`src/verilog/grid_consts.svh`:
```
`ifndef GRID_CONSTS_SVH
`define GRID_CONSTS_SVH

// grid shape
`define GRID_STEPS       8  // columns, one per sequencer step
`define GRID_INSTRUMENTS 4  // rows, one per instrument

// square shape in pixels
`define SQUARE_SIDE      4
`define SQUARE_PIXELS    16 // side squared

// screen placement
`define GRID_X0          10 // left edge of column 0
`define GRID_Y0          20 // top edge of row 0
`define GRID_PITCH       20 // distance between square origins

// colour codes, red green blue
`define COLOUR_HIT       3'b100 // note playing now
`define COLOUR_NOTE      3'b010 // note set, other step
`define COLOUR_CURSOR    3'b001 // current step, no note
`define COLOUR_EMPTY     3'b111 // nothing

`endif

```
`src/verilog/grid_pkg.sv`:
```
package grid_pkg;

	// position of one square on the grid
	typedef struct packed {
		logic [2:0] step;       // column
		logic [1:0] instrument; // row
	} square_pos_t;

	// squares are numbered column by column, so the flat
	// number and the column/row split are the same five bits
	typedef union packed {
		logic [4:0]  num; // 0 to 31
		square_pos_t pos;
	} square_index_u;

	// pixel inside a square, [1:0] is x and [3:2] is y
	typedef logic [3:0] pixel_offset_t;

	// one instrument, note on or off per step
	typedef logic [7:0] step_pattern_t;

	// current step 1 to 8, 0 lights no column
	typedef logic [3:0] step_timing_t;

endpackage

```
`src/verilog/pixel_pkg.sv`:
```
package pixel_pkg;

	// screen address of one pixel
	typedef logic [7:0] x_coord_t; // 0 to 159 on a 160 wide screen
	typedef logic [6:0] y_coord_t; // 0 to 119

	// one bit per channel: red, green, blue
	typedef logic [2:0] colour_t;

endpackage

```
`src/verilog/square_scanner.sv`:
```
`timescale 1ns/1ps
`include "grid_consts.svh"

module square_scanner (
	input  logic                    clk,
	input  logic                    reset,
	input  logic                    play,
	output grid_pkg::square_index_u square,
	output grid_pkg::pixel_offset_t offset
);

	// offset counts down from the last pixel of a square
	localparam grid_pkg::pixel_offset_t offset_first =
		grid_pkg::pixel_offset_t'(`SQUARE_PIXELS - 1);

	logic offset_done; // last pixel of the current square
	logic [4:0] square_inc;

	assign offset_done = (offset == '0);
	assign square_inc = square.num + 5'd1; // 31 wraps to 0

	// pixel counter
	always_ff @(posedge clk) begin
		if (!reset) begin
			offset <= offset_first;
		end else if (play) begin
			if (offset_done) begin
				offset <= offset_first; // next square starts over
			end else begin
				offset <= offset - 4'd1;
			end
		end
	end

	// square counter, steps once per 16 pixels
	always_ff @(posedge clk) begin
		if (!reset) begin
			square.num <= '0;
		end else if (play && offset_done) begin
			square.num <= square_inc;
		end
	end

endmodule

```
`src/verilog/cell_shader.sv`:
```
`timescale 1ns/1ps
`include "grid_consts.svh"

module cell_shader (
	input  grid_pkg::square_index_u square,
	input  grid_pkg::step_pattern_t ins1,
	input  grid_pkg::step_pattern_t ins2,
	input  grid_pkg::step_pattern_t ins3,
	input  grid_pkg::step_pattern_t ins4,
	input  grid_pkg::step_timing_t  timing,
	output pixel_pkg::colour_t      colour_next
);

	grid_pkg::step_pattern_t patterns [`GRID_INSTRUMENTS]; // one per row
	logic [`GRID_STEPS-1:0]  row_pattern;
	grid_pkg::step_timing_t  step_number; // column counted from 1
	logic                    active;
	logic                    current;

	always_comb begin
		patterns[0] = ins1;
		patterns[1] = ins2;
		patterns[2] = ins3;
		patterns[3] = ins4;
	end

	assign row_pattern = patterns[square.pos.instrument];
	assign active = row_pattern[square.pos.step]; // note set in this cell

	// timing 0 never matches, so no column lights
	assign step_number = grid_pkg::step_timing_t'(square.pos.step) + 4'd1;
	assign current = (timing == step_number);

	always_comb begin
		case ({active, current})
			2'b11:   colour_next = `COLOUR_HIT;
			2'b10:   colour_next = `COLOUR_NOTE;
			2'b01:   colour_next = `COLOUR_CURSOR;
			default: colour_next = `COLOUR_EMPTY;
		endcase
	end

endmodule

```
`src/verilog/pixel_emitter.sv`:
```
`timescale 1ns/1ps
`include "grid_consts.svh"

module pixel_emitter (
	input  logic                    clk,
	input  logic                    reset,
	input  logic                    play,
	input  grid_pkg::square_index_u square,
	input  grid_pkg::pixel_offset_t offset,
	input  pixel_pkg::colour_t      colour_next,
	output pixel_pkg::x_coord_t     x,
	output pixel_pkg::y_coord_t     y,
	output pixel_pkg::colour_t      colour,
	output logic                    plot
);

	pixel_pkg::x_coord_t x_base; // top left corner of the square
	pixel_pkg::y_coord_t y_base;
	pixel_pkg::x_coord_t x_next;
	pixel_pkg::y_coord_t y_next;

	assign x_base = pixel_pkg::x_coord_t'(`GRID_X0 + `GRID_PITCH * square.pos.step);
	assign y_base = pixel_pkg::y_coord_t'(`GRID_Y0 + `GRID_PITCH * square.pos.instrument);

	// low offset bits walk across, high bits walk down
	assign x_next = x_base + pixel_pkg::x_coord_t'(offset % `SQUARE_SIDE);
	assign y_next = y_base + pixel_pkg::y_coord_t'(offset / `SQUARE_SIDE);

	// pixel payload
	always_ff @(posedge clk) begin
		x <= x_next;
		y <= y_next;
		colour <= colour_next;
	end

	// write strobe, one cycle behind play
	always_ff @(posedge clk) begin
		if (!reset) begin
			plot <= 1'b0;
		end else begin
			plot <= play;
		end
	end

endmodule

```
`src/verilog/step_grid_draw.sv`:
```
`timescale 1ns/1ps

module step_grid_draw (
	input  logic                    clk,
	input  logic                    reset,
	input  logic                    play,
	input  grid_pkg::step_pattern_t ins1,
	input  grid_pkg::step_pattern_t ins2,
	input  grid_pkg::step_pattern_t ins3,
	input  grid_pkg::step_pattern_t ins4,
	input  grid_pkg::step_timing_t  timing,
	output pixel_pkg::x_coord_t     x,
	output pixel_pkg::y_coord_t     y,
	output pixel_pkg::colour_t      colour,
	output logic                    plot
);

	grid_pkg::square_index_u square;      // square being drawn
	grid_pkg::pixel_offset_t offset;      // pixel inside it
	pixel_pkg::colour_t      colour_next; // colour before the output register

	square_scanner scanner (
		.clk    (clk),
		.reset  (reset),
		.play   (play),
		.square (square),
		.offset (offset)
	);

	cell_shader shader (
		.square      (square),
		.ins1        (ins1),
		.ins2        (ins2),
		.ins3        (ins3),
		.ins4        (ins4),
		.timing      (timing),
		.colour_next (colour_next)
	);

	pixel_emitter emitter (
		.clk         (clk),
		.reset       (reset),
		.play        (play),
		.square      (square),
		.offset      (offset),
		.colour_next (colour_next),
		.x           (x),
		.y           (y),
		.colour      (colour),
		.plot        (plot)
	);

endmodule

```
`config.mk`:
```
export PLATFORM = sky130hd
export DESIGN_NAME = step_grid_draw
export DESIGN_NICKNAME = d
export VERILOG_FILES = /design/src/verilog/grid_pkg.sv /design/src/verilog/pixel_pkg.sv /design/src/verilog/square_scanner.sv /design/src/verilog/cell_shader.sv /design/src/verilog/pixel_emitter.sv /design/src/verilog/step_grid_draw.sv
export VERILOG_INCLUDE_DIRS = /design/src /design/src/verilog
export SDC_FILE = /design/constraint.sdc
export NUM_CORES = 1
export LEC_CHECK = 0
export BUFFER_PORTS_ARGS = -buffer_cell sky130_fd_sc_hd__buf_2
export CAP_MARGIN = 20
export CORE_ASPECT_RATIO = 1.5
export CORE_MARGIN = 2
export CORE_UTILIZATION = 42
export DETAILED_ROUTE_END_ITERATION = 7
export PLACE_DENSITY = 0.86
export SYNTH_ARGS = -nofsm -noshare
export SYNTH_HDL_FRONTEND = slang
export SYNTH_SLANG_ARGS = --single-unit
export TNS_END_PERCENT = 50
```
`constraint.sdc`:
```
create_clock -name clk -period 2.7 [get_ports clk]
set_clock_uncertainty 0.2 [all_clocks]
set_input_delay 0.405 -clock clk [delete_from_list [all_inputs] [get_ports clk]]
set_output_delay 0.405 -clock clk [all_outputs]
set_load 0.005 [all_outputs]
```
==> reports/qor.yml <==
status: "complete, no violations"
netlist_top_cells_area: "dfxtp_1, mux4_2, ha_1"
fin_ws_ns: 0.157
drive_gt1_frac: 0.435
cp-start-kind: "register"
layout.nets: 228
worstSkewPairLatency_ns: 0.26
power.leakage_nw: 0.786
place_congestion: 0.858
cts-root-buf: "clkbuf_8"
hold_viol_final: 0
grt_overflow: 0
grt_pass1_wl_um: 4800
pwr-share-comb: 0.105
fmax_mhz: 393
min_path_type: "primary input to register"
syn_nets: 170
fin_util: 0.552
first_iter_violations: 14
cts_tree: "done"
p_per_area_nw_per_um2: 415
min-delay-start: "reset"
hold_slack_ns: 0.145
crit_fanout: 12
postSynthCellCount: 120
route.detailed.drc: 0
crit_type: "register to register"
coreArea_um2: 3100
nFillCells: 268
ys.warnings.count: 0
clock-sinks: 27
grt_max_degree: 16
grt_pass1_vias: 1140
via_per_inst: 5.02
die_x_um: 50.0
synth.most_common_cell: "dfxtp_1"
rsz0062_at_grt: "no"
p_sw_uw: 152
reg2reg_depth: 6
worst_ep_arrival_time_ns: 2.50
synth-main-ff-cell: "dfxtp_1"
r2r_slack_ns: 0.16
dp_hpwl_um: 2440
cts.clk_slew.worst_paths_ns: 0.09
ios: 58
yosysUniqueCellTypes: 32
port_buffers: 57
area_delta_synth_final_pct: 28.5
whs_endpoint: "scanner.offset[1]"
via_count: 1090
async_reset_ff_frac: 0
routed_wl_um: 2910
seq_area_frac_synth: 0.406
start_util: 0.430
maxSlewViolCount: 0
crit_required_ns: 2.66
dpl.cell_count: 213
synth.top_cells.by_count: "dfxtp_1, ha_1, inv_1"
tightest_slew_ns: 0.478
wl_per_cell_um: 13.4
rr_startpoint: "scanner.square[1]"
dp_slack_ns: 0.160
fin_crit_sh: 0.942
cts_resized: 0
max-vdd-ir-drop_mv: 0.223
holdBufCountCts: 0
instances_no_fill: 217
power_report.internal_total_uw: 558
die_height_um: 73.0
synth-edff-count: 0
cts_setup_buffers: 0
final_antenna_net_count: 0
p_sw_frac: 0.214
n_antenna_cell: 0
grtUsageTotal: 0.171
syn_avg_cell_area_um2: 11.1
end_kind: "register"
ys_ff_latch: 27
yosys.area.top_type: "dfxtp_1"
min_period_ns: 2.54
h-tree-depth: 1
rows: 25
multi_input_area_um2: 719
antenna_found_initial: 0
synth_area_um2: 1330
cts.path.max_buffers: 2
p_clk_frac: 0.311
drv_cap: 0
hold_depth: 2
first_pass_iters: 4
pwr-share-seq: 0.584
register_area_um2: 541
cts_buffers: 3
tns_ns: 0
maxSlewHeadroom: 0.677
r2r_end: "emitter.colour[1]"
die-area_um2: 3650
synth.top_cell.area_share: 0.406
finalSetupViolations: 0
[worst max path at each step]
stage	to	from	cells past startpoint	slack, ns
4_1_cts	emitter.colour[1]	scanner.square[1]	6	0.15
6_report	emitter.colour[1]	scanner.square[1]	6	0.16
5_1_grt	emitter.colour[1]	scanner.square[1]	6	0.11
3_5_place_dp	emitter.colour[1]	scanner.square[1]	6	0.16
2_1_floorplan	emitter.colour[1]	scanner.square[2]	6	0.12
3_3_place_gp	emitter.colour[1]	scanner.square[1]	6	0.23
[cell families (layout without fill, tap and decap cells)]
family,count (synthesis),after routing,synth area share
AO/OA/AOI/OAI,20,20,0.0921
XOR/XNOR,8,8,0.0526
adder cells (fa/ha/maj),11,11,0.103
buffers and inverters,17,74,0.0536
flip-flops,27,27,0.406
multiplexers,12,12,0.185
AND/OR/NAND/NOR,25,25,0.107
[final cells by class]
cell class,instances,area share
repair buffers,59,0.183
inverters,11,0.0241
well taps,40,0.0293
multi-input cells,76,0.421
clock inverters,1,0.00293
clock buffers,3,0.0241
flip-flops and latches,27,0.316
[metal layers]
layer | track usage | share of wire | vias up
met3 | 0.0205 | 0.026 | 6
li1 | - | - | 543
met4 | 0.0679 | 0.018 | 0
met5 | 0 | 0 | -
met1 | 0.157 | 0.35 | 518
met2 | 0.360 | 0.60 | 23
[cells in the final DEF (no fill, tap or decap), types with 2 or more instances in the layout]
| cell type | count |
|---|---|
| buf_2 | 57 |
| dfxtp_1 | 27 |
| inv_1 | 11 |
| ha_1 | 11 |
| mux4_2 | 10 |
| a21oi_1 | 8 |
| nand2_1 | 7 |
| xnor2_1 | 6 |
| o21ai_0 | 6 |
| nor2_1 | 3 |
| clkbuf_8 | 3 |
| xor2_1 | 2 |
| or2_2 | 2 |
| nand3_1 | 2 |
| or3_1 | 2 |
[worst max-delay path: stages (launching register included)]
cell and delay [ns]:
dfxtp_1 0.38, buf_12 0.16, mux4_2 0.50, mux4_2 0.48
mux2_2 0.29, ha_1 0.18, or2_2 0.26
[power by group through the flow]
stage               Combinational [mW]  Sequential [mW]  Clock [mW]
floorplan                       0.0311            0.425           0
global route                    0.0818            0.417       0.239
CTS                             0.0751            0.415       0.223
global placement                0.0714            0.424           0
detailed placement              0.0752            0.424           0
finish                          0.0743            0.415       0.221
[per-stage QoR]
step	power, mW	area (um2)
2_1_floorplan	0.456	1330
3_3_place_gp	0.495	1660
3_5_place_dp	0.499	1660
4_1_cts	0.713	1710
5_1_grt	0.738	1710
6_report	0.710	1710
[registers in the layout, summed over array words and instances, names as in the netlist]
register	cells
scanner.offset	4
emitter.plot	1
emitter.x	8
emitter.y	6
emitter.colour	3
scanner.square	5
No activity file was read; power rests on OpenSTA's default activity.
